`src/dbg_config.svh`:
```
// Layout constants for the fixed two-line dump; the PC and return-stack entries are 20 bits wide.
`ifndef DBG_CONFIG_SVH
`define DBG_CONFIG_SVH

// ----------------------------------------
// CPU state widths
// ----------------------------------------
`define DBG_PC_NIBBLES     5    // hex digits shown for PC and each RSTK entry.
`define DBG_ST_BITS        16   // ST is printed bit by bit.
`define DBG_HST_BITS       4    // HST is printed bit by bit.
`define DBG_RSTK_PTR_BITS  3    // eight return-stack entries.

// ----------------------------------------
// Text buffer and layout
// ----------------------------------------
`define DBG_DUMP_LEN       118  // two lines of 59 characters, newline included.
`define DBG_BUF_ADDR_BITS  7    // 128 entries hold one whole dump.

// Padding runs that keep the columns of both lines aligned.
`define DBG_PC_PAD         13   // spaces after the PC value.
`define DBG_HST_PAD        6    // spaces after the HST bits.
`define DBG_ST_PAD         3    // spaces after the ST bits.

`endif

```
`src/dbg_pkg.sv`:
```
// Shared debugger types; the order of field_e is the on-screen order of the dump text.
`include "dbg_config.svh"

package dbg_pkg;

    typedef logic [3:0]                    nibble_t;    // one hex digit.
    typedef logic [7:0]                    char_t;      // one ASCII character.
    typedef logic [19:0]                   addr20_t;    // PC or return-stack value.
    typedef logic [`DBG_BUF_ADDR_BITS-1:0] buf_addr_t;  // text buffer address.

    // ----------------------------------------
    // Layout fields, first line then second line
    // ----------------------------------------
    typedef enum logic [4:0] {
        FLD_PC_LBL,
        FLD_PC_VAL,
        FLD_PC_PAD,
        FLD_CARRY,
        FLD_MODE,
        FLD_RP,
        FLD_R7_LBL,
        FLD_R7_VAL,
        FLD_NL0,
        FLD_P,
        FLD_HST,
        FLD_HST_PAD,
        FLD_ST_LBL,
        FLD_ST_VAL,
        FLD_ST_PAD,
        FLD_R6_LBL,
        FLD_R6_VAL,
        FLD_NL1,
        FLD_DONE
    } field_e;

    typedef enum logic [1:0] {
        CTL_IDLE,
        CTL_FORMAT,
        CTL_SEND,
        CTL_ACK
    } ctl_state_e;

    // Upper-case hex digit.
    function automatic char_t nibble_to_ascii(input nibble_t n);
        return (n < 4'd10) ? char_t'("0" + n) : char_t'("A" + n - 4'd10);
    endfunction

endpackage

```
`src/dbg_dump_control.sv`:
```
// Dump sequencer; a request is only taken in idle and the CPU state is frozen on that cycle.
`include "dbg_config.svh"

module dbg_dump_control (
    input  logic                          i_clk,
    input  logic                          i_reset,
    input  logic                          i_dump_req,
    input  dbg_pkg::addr20_t              i_pc,
    input  logic                          i_carry,
    input  logic                          i_dec_mode,
    input  logic [`DBG_RSTK_PTR_BITS-1:0] i_rstk_ptr,
    input  dbg_pkg::nibble_t              i_reg_p,
    input  logic [`DBG_HST_BITS-1:0]      i_reg_hst,
    input  logic [`DBG_ST_BITS-1:0]       i_reg_st,
    input  logic                          i_format_done,
    input  logic                          i_send_done,
    output logic                          o_dump_ack,
    output logic                          o_format_start,
    output logic                          o_send_start,
    output dbg_pkg::addr20_t              o_snap_pc,
    output logic                          o_snap_carry,
    output logic                          o_snap_dec_mode,
    output logic [`DBG_RSTK_PTR_BITS-1:0] o_snap_rstk_ptr,
    output dbg_pkg::nibble_t              o_snap_p,
    output logic [`DBG_HST_BITS-1:0]      o_snap_hst,
    output logic [`DBG_ST_BITS-1:0]       o_snap_st
);
    import dbg_pkg::*;

    ctl_state_e state;
    logic       accept;

    assign accept     = (state == CTL_IDLE) && i_dump_req;
    assign o_dump_ack = (state == CTL_ACK);  // held until the core drops its request.

    always_ff @(posedge i_clk) begin
        if (i_reset) begin
            state          <= CTL_IDLE;
            o_format_start <= 1'b0;
            o_send_start   <= 1'b0;
        end else begin
            o_format_start <= 1'b0;  // both starts are single-cycle pulses.
            o_send_start   <= 1'b0;
            case (state)
                CTL_IDLE: begin
                    if (accept) begin
                        state          <= CTL_FORMAT;
                        o_format_start <= 1'b1;
                    end
                end
                CTL_FORMAT: begin
                    if (i_format_done) begin
                        state        <= CTL_SEND;
                        o_send_start <= 1'b1;
                    end
                end
                CTL_SEND: begin
                    if (i_send_done) begin
                        state <= CTL_ACK;
                    end
                end
                default: begin
                    if (!i_dump_req) begin
                        state <= CTL_IDLE;  // ack falls on the next cycle.
                    end
                end
            endcase
        end
    end

    // Snapshot of the visible CPU state, taken on the accepting cycle.
    always_ff @(posedge i_clk) begin
        if (accept) begin
            o_snap_pc       <= i_pc;
            o_snap_carry    <= i_carry;
            o_snap_dec_mode <= i_dec_mode;
            o_snap_rstk_ptr <= i_rstk_ptr;
            o_snap_p        <= i_reg_p;
            o_snap_hst      <= i_reg_hst;
            o_snap_st       <= i_reg_st;
        end
    end

endmodule

```
`src/dbg_field_formatter.sv`:
```
// Writes one character per cycle into the buffer; i_rstk_val must follow o_rstk_ptr combinationally.
`include "dbg_config.svh"

module dbg_field_formatter (
    input  logic                          i_clk,
    input  logic                          i_reset,
    input  logic                          i_start,
    input  dbg_pkg::addr20_t              i_snap_pc,
    input  logic                          i_snap_carry,
    input  logic                          i_snap_dec_mode,
    input  logic [`DBG_RSTK_PTR_BITS-1:0] i_snap_rstk_ptr,
    input  dbg_pkg::nibble_t              i_snap_p,
    input  logic [`DBG_HST_BITS-1:0]      i_snap_hst,
    input  logic [`DBG_ST_BITS-1:0]       i_snap_st,
    input  dbg_pkg::addr20_t              i_rstk_val,
    output logic [`DBG_RSTK_PTR_BITS-1:0] o_rstk_ptr,
    output logic                          o_wr_en,
    output dbg_pkg::buf_addr_t            o_wr_addr,
    output dbg_pkg::char_t                o_wr_char,
    output logic                          o_done
);
    import dbg_pkg::*;

    field_e     field;
    logic [4:0] idx;        // character position inside the current field.
    logic [4:0] field_len;
    buf_addr_t  wr_addr;
    char_t      ch;

    // Character i of an n-character string literal.
    function automatic char_t pick(input logic [71:0] s, input int n, input logic [4:0] i);
        return s[(n - 1 - int'(i)) * 8 +: 8];
    endfunction

    function automatic char_t bit_char(input logic b);
        return nibble_to_ascii({3'b000, b});
    endfunction

    // ----------------------------------------
    // Field lengths
    // ----------------------------------------
    always_comb begin
        case (field)
            FLD_PC_LBL:                         field_len = 5'd4;
            FLD_PC_VAL, FLD_R7_VAL, FLD_R6_VAL: field_len = 5'(`DBG_PC_NIBBLES);
            FLD_PC_PAD:                         field_len = 5'(`DBG_PC_PAD);
            FLD_CARRY:                          field_len = 5'd9;
            FLD_MODE, FLD_P:                    field_len = 5'd7;
            FLD_R7_LBL, FLD_R6_LBL:             field_len = 5'd7;
            FLD_RP:                             field_len = 5'd8;
            FLD_HST:                            field_len = 5'(`DBG_HST_BITS + 5);
            FLD_HST_PAD:                        field_len = 5'(`DBG_HST_PAD);
            FLD_ST_LBL:                         field_len = 5'd5;
            FLD_ST_VAL:                         field_len = 5'(`DBG_ST_BITS);
            FLD_ST_PAD:                         field_len = 5'(`DBG_ST_PAD);
            default:                            field_len = 5'd1;  // newlines.
        endcase
    end

    // ----------------------------------------
    // Character of the current position
    // ----------------------------------------
    always_comb begin
        case (field)
            FLD_PC_LBL:  ch = pick("PC: ", 4, idx);
            FLD_PC_VAL:  ch = nibble_to_ascii(i_snap_pc[(`DBG_PC_NIBBLES - 1 - idx) * 4 +: 4]);
            FLD_CARRY:   ch = (idx == 5'd7) ? bit_char(i_snap_carry) : pick("Carry: x ", 9, idx);
            FLD_MODE:    ch = pick(i_snap_dec_mode ? "h: DEC " : "h: HEX ", 7, idx);
            FLD_RP: begin
                ch = (idx == 5'd4) ? nibble_to_ascii(4'(i_snap_rstk_ptr))
                                   : pick("rp: x   ", 8, idx);
            end
            FLD_R7_LBL:  ch = pick("RSTK7: ", 7, idx);
            FLD_R7_VAL,
            FLD_R6_VAL:  ch = nibble_to_ascii(i_rstk_val[(`DBG_PC_NIBBLES - 1 - idx) * 4 +: 4]);
            FLD_NL0,
            FLD_NL1:     ch = 8'h0a;
            FLD_P:       ch = (idx == 5'd4) ? nibble_to_ascii(i_snap_p) : pick("P:  x  ", 7, idx);
            FLD_HST: begin
                ch = (idx >= 5'd5) ? bit_char(i_snap_hst[`DBG_HST_BITS + 4 - idx])
                                   : pick("HST: ", 5, idx);  // bits MSB first.
            end
            FLD_ST_LBL:  ch = pick("ST:  ", 5, idx);
            FLD_ST_VAL:  ch = bit_char(i_snap_st[`DBG_ST_BITS - 1 - idx]);
            FLD_R6_LBL:  ch = pick("RSTK6: ", 7, idx);
            default:     ch = " ";  // all padding runs.
        endcase
    end

    assign o_wr_en   = (field != FLD_DONE);
    assign o_wr_addr = wr_addr;
    assign o_wr_char = ch;

    always_ff @(posedge i_clk) begin
        if (i_reset) begin
            field      <= FLD_DONE;
            idx        <= '0;
            wr_addr    <= '0;
            o_rstk_ptr <= `DBG_RSTK_PTR_BITS'(7);
            o_done     <= 1'b0;
        end else begin
            o_done <= (field == FLD_NL1);  // the cycle after the last write.
            if (i_start) begin
                field   <= FLD_PC_LBL;
                idx     <= '0;
                wr_addr <= '0;
            end else if (field != FLD_DONE) begin
                wr_addr <= wr_addr + 1'b1;
                if (idx == field_len - 5'd1) begin
                    idx   <= '0;
                    field <= field_e'(field + 1);
                    // The lookup pointer is ready before its value field starts.
                    if (field == FLD_RP) begin
                        o_rstk_ptr <= `DBG_RSTK_PTR_BITS'(7);
                    end
                    if (field == FLD_ST_PAD) begin
                        o_rstk_ptr <= `DBG_RSTK_PTR_BITS'(6);
                    end
                end else begin
                    idx <= idx + 5'd1;
                end
            end
        end
    end

endmodule

```
`src/dbg_text_buffer.sv`:
```
// Character memory with a registered read; contents are undefined until the first dump is formatted.
`include "dbg_config.svh"

module dbg_text_buffer (
    input  logic               i_clk,
    input  logic               i_wr_en,
    input  dbg_pkg::buf_addr_t i_wr_addr,
    input  dbg_pkg::char_t     i_wr_char,
    input  dbg_pkg::buf_addr_t i_rd_addr,
    output dbg_pkg::char_t     o_rd_char
);
    import dbg_pkg::*;

    char_t mem [2**`DBG_BUF_ADDR_BITS];

    always_ff @(posedge i_clk) begin
        if (i_wr_en) begin
            mem[i_wr_addr] <= i_wr_char;
        end
        o_rd_char <= mem[i_rd_addr];  // data follows the address by one cycle.
    end

endmodule

```
`src/dbg_char_sender.sv`:
```
// Streams DBG_DUMP_LEN characters over a four-phase req/ack; the buffer must not change while sending.
`include "dbg_config.svh"

module dbg_char_sender (
    input  logic               i_clk,
    input  logic               i_reset,
    input  logic               i_start,
    input  dbg_pkg::char_t     i_rd_char,
    input  logic               i_char_ack,
    output dbg_pkg::buf_addr_t o_rd_addr,
    output dbg_pkg::char_t     o_char,
    output logic               o_char_req,
    output logic               o_done
);
    import dbg_pkg::*;

    typedef enum logic [2:0] {
        SND_IDLE,
        SND_ADDR,  // address applied, read data not yet valid.
        SND_LOAD,
        SND_REQ,
        SND_DROP
    } snd_state_e;

    snd_state_e state;

    always_ff @(posedge i_clk) begin
        if (i_reset) begin
            state      <= SND_IDLE;
            o_rd_addr  <= '0;
            o_char_req <= 1'b0;
            o_done     <= 1'b0;
        end else begin
            o_done <= 1'b0;
            case (state)
                SND_IDLE: begin
                    if (i_start) begin
                        o_rd_addr <= '0;
                        state     <= SND_ADDR;
                    end
                end
                SND_ADDR: state <= SND_LOAD;
                SND_LOAD: begin
                    o_char_req <= 1'b1;
                    state      <= SND_REQ;
                end
                SND_REQ: begin
                    if (i_char_ack) begin
                        o_char_req <= 1'b0;
                        state      <= SND_DROP;
                    end
                end
                default: begin
                    if (!i_char_ack) begin  // sink has released the character.
                        if (o_rd_addr == buf_addr_t'(`DBG_DUMP_LEN - 1)) begin
                            o_done <= 1'b1;
                            state  <= SND_IDLE;
                        end else begin
                            o_rd_addr <= o_rd_addr + 1'b1;
                            state     <= SND_ADDR;
                        end
                    end
                end
            endcase
        end
    end

    // Character register, stable from req rise until ack falls.
    always_ff @(posedge i_clk) begin
        if (state == SND_LOAD) begin
            o_char <= i_rd_char;
        end
    end

endmodule

```
`src/dbg_dump_top.sv`:
```
// Register-dump debugger top; one dump runs at a time and reset aborts a dump in progress.
`include "dbg_config.svh"

module dbg_dump_top (
    input  logic                          i_clk,
    input  logic                          i_reset,
    input  logic                          i_dump_req,
    input  dbg_pkg::addr20_t              i_pc,
    input  logic                          i_carry,
    input  logic                          i_dec_mode,
    input  logic [`DBG_RSTK_PTR_BITS-1:0] i_rstk_ptr,
    input  dbg_pkg::nibble_t              i_reg_p,
    input  logic [`DBG_HST_BITS-1:0]      i_reg_hst,
    input  logic [`DBG_ST_BITS-1:0]       i_reg_st,
    input  dbg_pkg::addr20_t              i_rstk_val,
    input  logic                          i_char_ack,
    output logic                          o_dump_ack,
    output logic [`DBG_RSTK_PTR_BITS-1:0] o_rstk_ptr,
    output dbg_pkg::char_t                o_char,
    output logic                          o_char_req
);
    import dbg_pkg::*;

    // ----------------------------------------
    // Snapshot and sequencing
    // ----------------------------------------
    addr20_t                       snap_pc;
    logic                          snap_carry;
    logic                          snap_dec_mode;
    logic [`DBG_RSTK_PTR_BITS-1:0] snap_rstk_ptr;
    nibble_t                       snap_p;
    logic [`DBG_HST_BITS-1:0]      snap_hst;
    logic [`DBG_ST_BITS-1:0]       snap_st;
    logic                          format_start;
    logic                          format_done;
    logic                          send_start;
    logic                          send_done;

    // ----------------------------------------
    // Buffer ports
    // ----------------------------------------
    logic      wr_en;
    buf_addr_t wr_addr;
    char_t     wr_char;
    buf_addr_t rd_addr;
    char_t     rd_char;

    dbg_dump_control control_i (
        .i_clk           (i_clk),
        .i_reset         (i_reset),
        .i_dump_req      (i_dump_req),
        .i_pc            (i_pc),
        .i_carry         (i_carry),
        .i_dec_mode      (i_dec_mode),
        .i_rstk_ptr      (i_rstk_ptr),
        .i_reg_p         (i_reg_p),
        .i_reg_hst       (i_reg_hst),
        .i_reg_st        (i_reg_st),
        .i_format_done   (format_done),
        .i_send_done     (send_done),
        .o_dump_ack      (o_dump_ack),
        .o_format_start  (format_start),
        .o_send_start    (send_start),
        .o_snap_pc       (snap_pc),
        .o_snap_carry    (snap_carry),
        .o_snap_dec_mode (snap_dec_mode),
        .o_snap_rstk_ptr (snap_rstk_ptr),
        .o_snap_p        (snap_p),
        .o_snap_hst      (snap_hst),
        .o_snap_st       (snap_st)
    );

    dbg_field_formatter formatter_i (
        .i_clk           (i_clk),
        .i_reset         (i_reset),
        .i_start         (format_start),
        .i_snap_pc       (snap_pc),
        .i_snap_carry    (snap_carry),
        .i_snap_dec_mode (snap_dec_mode),
        .i_snap_rstk_ptr (snap_rstk_ptr),
        .i_snap_p        (snap_p),
        .i_snap_hst      (snap_hst),
        .i_snap_st       (snap_st),
        .i_rstk_val      (i_rstk_val),
        .o_rstk_ptr      (o_rstk_ptr),
        .o_wr_en         (wr_en),
        .o_wr_addr       (wr_addr),
        .o_wr_char       (wr_char),
        .o_done          (format_done)
    );

    dbg_text_buffer buffer_i (
        .i_clk     (i_clk),
        .i_wr_en   (wr_en),
        .i_wr_addr (wr_addr),
        .i_wr_char (wr_char),
        .i_rd_addr (rd_addr),
        .o_rd_char (rd_char)
    );

    dbg_char_sender sender_i (
        .i_clk      (i_clk),
        .i_reset    (i_reset),
        .i_start    (send_start),
        .i_rd_char  (rd_char),
        .i_char_ack (i_char_ack),
        .o_rd_addr  (rd_addr),
        .o_char     (o_char),
        .o_char_req (o_char_req),
        .o_done     (send_done)
    );

endmodule

```
`config.mk`:
```
export PLATFORM = sky130hd
export DESIGN_NAME = dbg_dump_top
export DESIGN_NICKNAME = d
export VERILOG_FILES = /design/src/dbg_pkg.sv /design/src/dbg_dump_control.sv /design/src/dbg_field_formatter.sv /design/src/dbg_text_buffer.sv /design/src/dbg_char_sender.sv /design/src/dbg_dump_top.sv
export VERILOG_INCLUDE_DIRS = /design/src /design/src/src
export SDC_FILE = /design/constraint.sdc
export NUM_CORES = 1
export LEC_CHECK = 0
export ABC_AREA = 1
export BUFFER_PORTS_ARGS = -buffer_cell sky130_fd_sc_hd__buf_2
export CAP_MARGIN = 20
export CORE_ASPECT_RATIO = 0.5
export CORE_MARGIN = 3
export CORE_UTILIZATION = 45
export DETAILED_ROUTE_END_ITERATION = 10
export PLACE_DENSITY = 0.57
export SYNTH_ARGS = -nofsm -noshare
export SYNTH_HDL_FRONTEND = slang
export SYNTH_HIERARCHICAL = 1
export SYNTH_SLANG_ARGS = --single-unit
```
`constraint.sdc`:
```
create_clock -name i_clk -period 5.65 [get_ports i_clk]
set_input_delay 0.2825 -clock i_clk [delete_from_list [all_inputs] [get_ports i_clk]]
set_output_delay 0.2825 -clock i_clk [all_outputs]
set_load 0.01 [all_outputs]
```
After elaboration in Yosys (flattened, before gate mapping) --
Memories as Yosys holds them, arrays and structs flattened. A register that Yosys moved wholly into a read port is not among the register bits. Cells that the tools add are included.
Word-level totals: output and inout bits 13, RAM bits 1024, input bits 73, word-level logic and storage cells 171, ROM bits 160, bits in latches 0, register bits 94, memories 2
Memories:
- buffer_i.mem | words 128, width 8, rd ports 1, clocked after memory_dff 1, write ports 1, line dbg_text_buffer.sv:14 | char_t mem [2**`DBG_BUF_ADDR_BITS];
- (name not given) | words 32, width 5, rd ports 1, clocked after memory_dff 0, write ports 0, line dbg_field_formatter.sv:43 | case (field)
Operators by class: $lt $le $gt $ge 7, reduce and logical (&&, ||, !) cells 22, add/sub/neg operators 28, shift-type cells 11, bitwise gates (word level) 4, eq/ne operators 35, div/mod/pow operators 0, muxes and demuxes 41, multipliers 0
Operators with widths (number):
- indexed part select 72 x 32 -> 8 bit, first input constant | 8
- one-hot mux 8 bit (13 select lines) | 1
- indexed part select 72 x 32 -> 8 bit | 1
- indexed part select 20 x 33 -> 4 bit | 2
- two-way mux 8 bit | 8
- == test 5 x 4 -> 1 bit, second input constant | 7
- less-than comparator 32 x 3 -> 1 bit, second input constant | 1
- less-than comparator 32 x 5 -> 1 bit, second input constant | 1
- subtractor 8 x 4 -> 8 bit, second input constant | 4
- == test 5 x 3 -> 1 bit, second input constant | 6
- two-way mux 28 bit | 1
- adder 7 x 4 -> 8 bit, first input constant | 3
- subtractor 3 x 5 -> 6 bit, first input constant | 4
- adder 6 x 1 -> 7 bit, first input constant | 3
- adder 6 x 4 -> 7 bit, first input constant | 3
- two-way mux 7 bit | 3
- two-way mux 5 bit | 4
- subtractor 4 x 5 -> 6 bit, first input constant | 3
- two-way mux 3 bit | 5
- adder 7 x 1 -> 7 bit, second input constant | 2
- one-hot mux 7 bit (2 select lines) | 1
- less-than comparator 4 bit, second input constant | 3
- one-hot mux 3 bit (4 select lines) | 1
- AND reduction 4 bit | 3
- 38 further kinds | 70

Logic depth before layout (Yosys ltp) --
depth after elaboration 6, mapped depth 20, gate-level depth less buffers 17

Cells and area by module --
The synthesis kept the hierarchy.
Modules (own cells, without submodules):
- dbg_text_buffer | area an instance 42104.1 um^2, instances 1, cells an instance 3575, seq. area each 30909.6 um^2
- dbg_field_formatter | area an instance 3762.4 um^2, instances 1, cells an instance 674, seq. area each 380.4 um^2
- dbg_dump_control | area an instance 1737.9 um^2, instances 1, cells an instance 86, seq. area each 1551.5 um^2
- dbg_char_sender | area an instance 925.9 um^2, instances 1, cells an instance 113, seq. area each 480.5 um^2

Least setup slack after synthesis --
OpenSTA, ideal clock, no wires.
path kind reg-to-reg, start point register formatter_i.idx[0], end point memory buffer_i/mem[0][0] in the netlist's numbering, data pin, setup slack 0.501 ns, cell stages (with the launch flop) 16, buffers on the path 5, required time 4.606 ns, arrival 4.105 ns, setup time 1.044 ns, clock period less this slack 5.149 ns, cells stage by stage dfxtp_1 > buf_6 > inv_2 > buf_2 > buf_2 > ha_1 > buf_6 > inv_1 > buf_2 > o21ai_0 > o21ai_0 > nand2_1 > a21oi_4 > nand4_1 > nand3_1 > nand4_1
On the way: word-level cells in the longest chain between the ends 6, elaborated cells on any way between the ends 43, those cells by class 16 x add/sub; 3 x order compare; 2 x eq/ne; 11 x shift; 11 x mux
Ends and longest elaborated chain:
- start, declared | line dbg_field_formatter.sv:25 | logic [4:0] idx;
- start signal, assigned | line dbg_field_formatter.sv:120 | idx <= idx + 5'd1;
- subtractor 3 x 5 -> 6 bit or subtractor 4 x 5 -> 6 bit (tied branches) | line dbg_field_formatter.sv:32 | return s[(n - 1 - int'(i)) * 8 +: 8];
- indexed part select 20 x 33 -> 4 bit, or another cell as far along | line dbg_field_formatter.sv:75 | FLD_R6_VAL: ch = nibble_to_ascii(i_rstk_val[(`DBG_PC_NIBBLES - 1 - idx) * 4 +: 4]);
- adder 7 x 4 -> 8 bit or two-way mux 1 bit (tied branches) | line dbg_pkg.sv:45, dbg_field_formatter.sv:80
- subtractor 8 x 4 -> 8 bit or adder 6 x 1 -> 7 bit (tied branches) | line dbg_pkg.sv:45 | return (n < 4'd10) ? char_t'("0" + n) : char_t'("A" + n - 4'd10);
- two-way mux 8 bit, on equally long branches | line dbg_pkg.sv:45, dbg_field_formatter.sv:80
- one-hot mux 8 bit (13 select lines) (*) | line dbg_field_formatter.sv:64 | case (field)
- net wr_char[0] | line dbg_dump_top.sv:44 | char_t wr_char;
- end, declared | line dbg_text_buffer.sv:14
Mark *: on every way through the listed nets, which the timed path passes. The rest lies on a longest branch. The select of a mux whose other input is x is not followed.

Final worst setup path --
start point register formatter_i.idx[1], end point memory buffer_i/mem[98][1] in the netlist's numbering, data pin
Same word-level chain as after synthesis.

==> summary.txt <==
Power
  • Sequential cell fraction of total power: 0.495
  • Worst IR drop on VDD: around 0.32 mV
  • Switching power share of the total: 0.290
  • Relative contribution of combinational cells to total power: 0.169
  • Clock group share of total power: 0.336
  • Internal power of the cells: 15.1 mW
  • Power per unit of standard cell area: 394 nW/um^2
  • Net load switching power: approximately 6 mW
  • Leakage component of the power: 19.5 nW

Critical path
  • Crit path kind: flip-flop to flip-flop
  • Kind of capture point of the worst setup path: flip-flop
  • Data arrival time of the critical path: roughly 5.1 ns
  • Worst setup startpoint: formatter_i/idx[1]
  • Launching element type of the critical path: flip-flop
  • Required time worst endpoint: ~6.1 ns
  • Startpoint of the worst register-to-register path: formatter_i/idx[1]
  • Flop-to-flop setup slack: approximately 0.98 ns
  • Endpoint of the worst-slack reg-to-reg timing path: buffer_i/mem[98][1]
  • Worst R2R Path Depth: 13
  • Peak fanout along the critical path: 61

Floorplanning
  • Core region area: approximately 110000 sq um
  • Initial cell density of the core: 0.458
  • Floorplan die area: about 110000 sq um
  • # IOs: between 80 and 90
  • Row count: 84
  • Die extent in x: approximately 470 um
  • Height of the die: around 240 um

Clock network
  • Number of buffers created by CTS: approximately 100
  • Maximum number of buffers from clock root to sink: 3
  • Source-to-sink clock delay at the later pin of the worst-skew pair: 0.73 ns
  • CTS Sinks: approximately 1100
  • Root buffer cell: sky130_fd_sc_hd__clkbuf_16
  • Count of buffers added by post-CTS timing repair for setup: 0
  • Clk pin slew, worst setup/hold paths: approximately 0.070 ns
  • TritonCTS clock tree: yes
  • CTS H-Tree Depth: 3
  • Gates resized, CTS repair: 0

Yosys
  • Mapped Area: between 40000 and 50000 sq um
  • Synth top area share: 0.669
  • Avg Inst Size Synth: roughly 11 sq um
  • Post-synth ARST share: 0
  • Top area cells in the synthesized netlist: sky130_fd_sc_hd__edfxtp_1 67%, sky130_fd_sc_hd__nand2_1 11%, sky130_fd_sc_hd__nand3_1 10%
  • Most common cell in the synthesized netlist: sky130_fd_sc_hd__nand2_1
  • Synthesis Warnings: 6
  • Total of flip-flops plus latches after synthesis: ~1100
  • Yosys top cell by area: sky130_fd_sc_hd__edfxtp_1
  • Number of different library cells in the post-synthesis netlist: 54
  • Sequential-to-total area share from yosys stat: 0.687
  • Post-synth EDFFs: around 1100
  • Most frequently used flop master after synthesis: sky130_fd_sc_hd__edfxtp_1
  • Top cell types by occurrence after synthesis: 1419 x sky130_fd_sc_hd__nand2_1, 1081 x sky130_fd_sc_hd__edfxtp_1, 1011 x sky130_fd_sc_hd__nand3_1, 251 x sky130_fd_sc_hd__nor2_1, 131 x sky130_fd_sc_hd__buf_2
  • Post-synthesis cell count: 4448

Hold path
  • Min-Delay Path Class: input pin to flip-flop
  • Worst-case hold path end point: control_i/o_snap_p[2]
  • Cell count of the worst hold path: 2
  • Worst Min Path Start: i_reg_p[2]

STA
  • Achievable clock frequency: about 210 MHz
  • Number of hold violations in the final report: 0
  • Sum Neg Setup Slack: 0 ns
  • Worst clock skew: between 0.05 and 0.06 ns
  • Slew at the pin closest to its max-slew limit: between 1 and 1.5 ns
  • Final worst-path cycle share: 0.827
  • RSZ-0062 raised after global routing: no
  • Slew margin rel.: 0.207
  • Count of pins over their slew limit: 0
  • Total setup violations reported at the end of the flow: 0
  • Final setup slack of the worst path: roughly 1 ns
  • Final period demand of the worst path: 4.67 ns

Global routing
  • Initial antenna violation count: 0
  • Largest net degree at the start of global routing: a little under 200
  • Total global-route track usage: 0.232
  • Number of global-route vias before repair: approximately 32000
  • Sum of overflow across all layers after global routing: 0
  • Wire length of the first global-routing pass: about 200000 um

Layout
  • Total of fill cells in the finished design: between 9000 and 10000
  • Antenna diode instance count: 0
  • Proportion of layout cells with a drive suffix above 1: 0.0835
  • Signed area change from the synthesized netlist to the final layout: 10.9%
  • Area used by sequential logic in the layout: about 33000 sq um
  • Area occupied by multi-input gates: roughly 13000 sq um
  • Number of nets at the end of the flow: 4585

Route
  • Number of DRC violations after detailed-routing iteration 0: ~3200
  • Routed via count: between 30000 and 40000
  • Average via count per standard cell: around 5.5
  • DRT antenna net count: 0
  • Wire per inst: between 20 and 25 um
  • WL final: ~130000 um
  • Total iterations of the first detailed-routing run: 6
  • Final routed DRC violation total: 0

Placed design
  • Worst slack, placed: 0.945 ns
  • Port Buf Inserts: 83
  • Final RePlAce weighted congestion: a little over 0.9
  • Post-DP HPWL: 76700 um

Outcome
  • Status: finished, final reports clean

Run
  • Max-cap violation count: 0
[power groups by stage]
stage	Sequential [mW]	Combinational (mW)	Clock, mW
2_1_floorplan	10.8	2.07	0
3_3_place_gp	10.7	3.48	0
3_5_place_dp	10.7	3.54	0
4_1_cts	10.5	3.58	7.20
5_1_grt	10.5	3.93	7.55
6_report	10.5	3.58	7.13
[registers in the layout, indices dropped and copies added, names as in the netlist, 2 cells and up]
name	count
control_i/o_snap_hst	4
control_i/state	2
control_i/o_snap_rstk_ptr	3
buffer_i/mem	1024
formatter_i/idx	5
control_i/o_snap_p	4
sender_i/o_char	8
control_i/o_snap_st	16
buffer_i/o_rd_char	8
sender_i/state	3
control_i/o_snap_pc	20
formatter_i/o_wr_addr	7
sender_i/o_rd_addr	7
formatter_i/field	5
[critical path: stages (launching register included)]
cell                      delay (ns)
sky130_fd_sc_hd__dfxtp_1        0.65
sky130_fd_sc_hd__inv_1          0.24
sky130_fd_sc_hd__ha_1           0.33
sky130_fd_sc_hd__buf_4          0.23
sky130_fd_sc_hd__inv_1          0.27
sky130_fd_sc_hd__buf_4          0.26
sky130_fd_sc_hd__nor2_1         0.09
sky130_fd_sc_hd__nor2_1         0.20
sky130_fd_sc_hd__o21ai_0        0.12
sky130_fd_sc_hd__nand3_1        0.11
sky130_fd_sc_hd__nand3_1        0.08
sky130_fd_sc_hd__nor3_1         0.41
sky130_fd_sc_hd__nand3_4        0.78
sky130_fd_sc_hd__buf_4          0.54
[worst max-delay path by stage]
stage,to,slack [ns],depth (start not counted)
finish,buffer_i/mem[98][1],0.98,13
global route,buffer_i/mem[99][1],0.60,13
detailed placement,buffer_i/mem[50][1],0.95,13
floorplan,buffer_i/mem[0][0],0.50,15
CTS,buffer_i/mem[98][1],0.89,13
global placement,buffer_i/mem[50][1],1.08,13
[final cells by class]
type | instances | share of cell area
repair buffers | 188 | 0.0280
well taps | 1419 | 0.0330
flip-flops and latches | 1124 | 0.619
clock inverters | 65 | 0.0128
clock buffers | 130 | 0.0504
inverters | 125 | 0.00930
multi-input cells | 2944 | 0.247
[cells in the final DEF (no fill, tap or decap), drive strengths merged, types with 2 or more instances in the layout]
cell	Yosys	layout
clkinv	2	46
nand3b	3	3
nor3	25	25
clkinvlp	0	7
o211ai	9	9
inv	123	127
o21ai	62	62
nand3	1016	1016
dlygate4sd3	0	54
nor2	265	265
bufinv	0	10
ha	26	26
conb	2	3
edfxtp	1081	1081
a21oi	32	32
nand2	1447	1447
nand4	24	24
xor2	11	11
nor4	2	2
a21boi	2	2
a31oi	2	2
buf	220	134
or2	3	3
clkbuf	36	130
dfxtp	43	43
[layer usage]
| metal | vias up | global-route usage | share of wire |
|---|---|---|---|
| li1 | 15500 | - | - |
| met1 | 16400 | 0.337 | 0.45 |
| met2 | 1095 | 0.371 | 0.46 |
| met3 | 194 | 0.0330 | 0.061 |
| met4 | 0 | 0.0601 | 0.025 |
| met5 | - | 0 | 0 |
[what timing repair did]
item | CTS | global route
endpoints found under the setup margin | 0 | 0
hold buffers | 54 | 0
endpoints found under the hold margin | 57 | 0
[logic make-up (layout without fill, tap and decap cells)]
logic type      count (synthesis)  after routing  synth area share
compound gates                115            115            0.0137
xor+xnor                       12             12           0.00232
fa+ha+maj                      26             26           0.00670
buf+inv                       381            508            0.0411
flops                        1124           1124             0.687
other cells                     2              3          0.000155
simple gates                 2788           2788             0.249
[through the flow]
step	hold WS [ns]	utilization	power, mW	instance area [sq um]	std cells
after floorplan	0.352	-	12.9	48500	4449
after global placement	0.388	0.470	14.2	49800	5742
after detailed placement	0.389	0.470	14.2	49800	5743
after CTS	0.247	0.507	21.3	53800	5992
after global routing	0.263	0.507	22.0	53800	5995
final	0.296	0.507	21.2	53800	5995
Power figures use the tool's default switching activity.
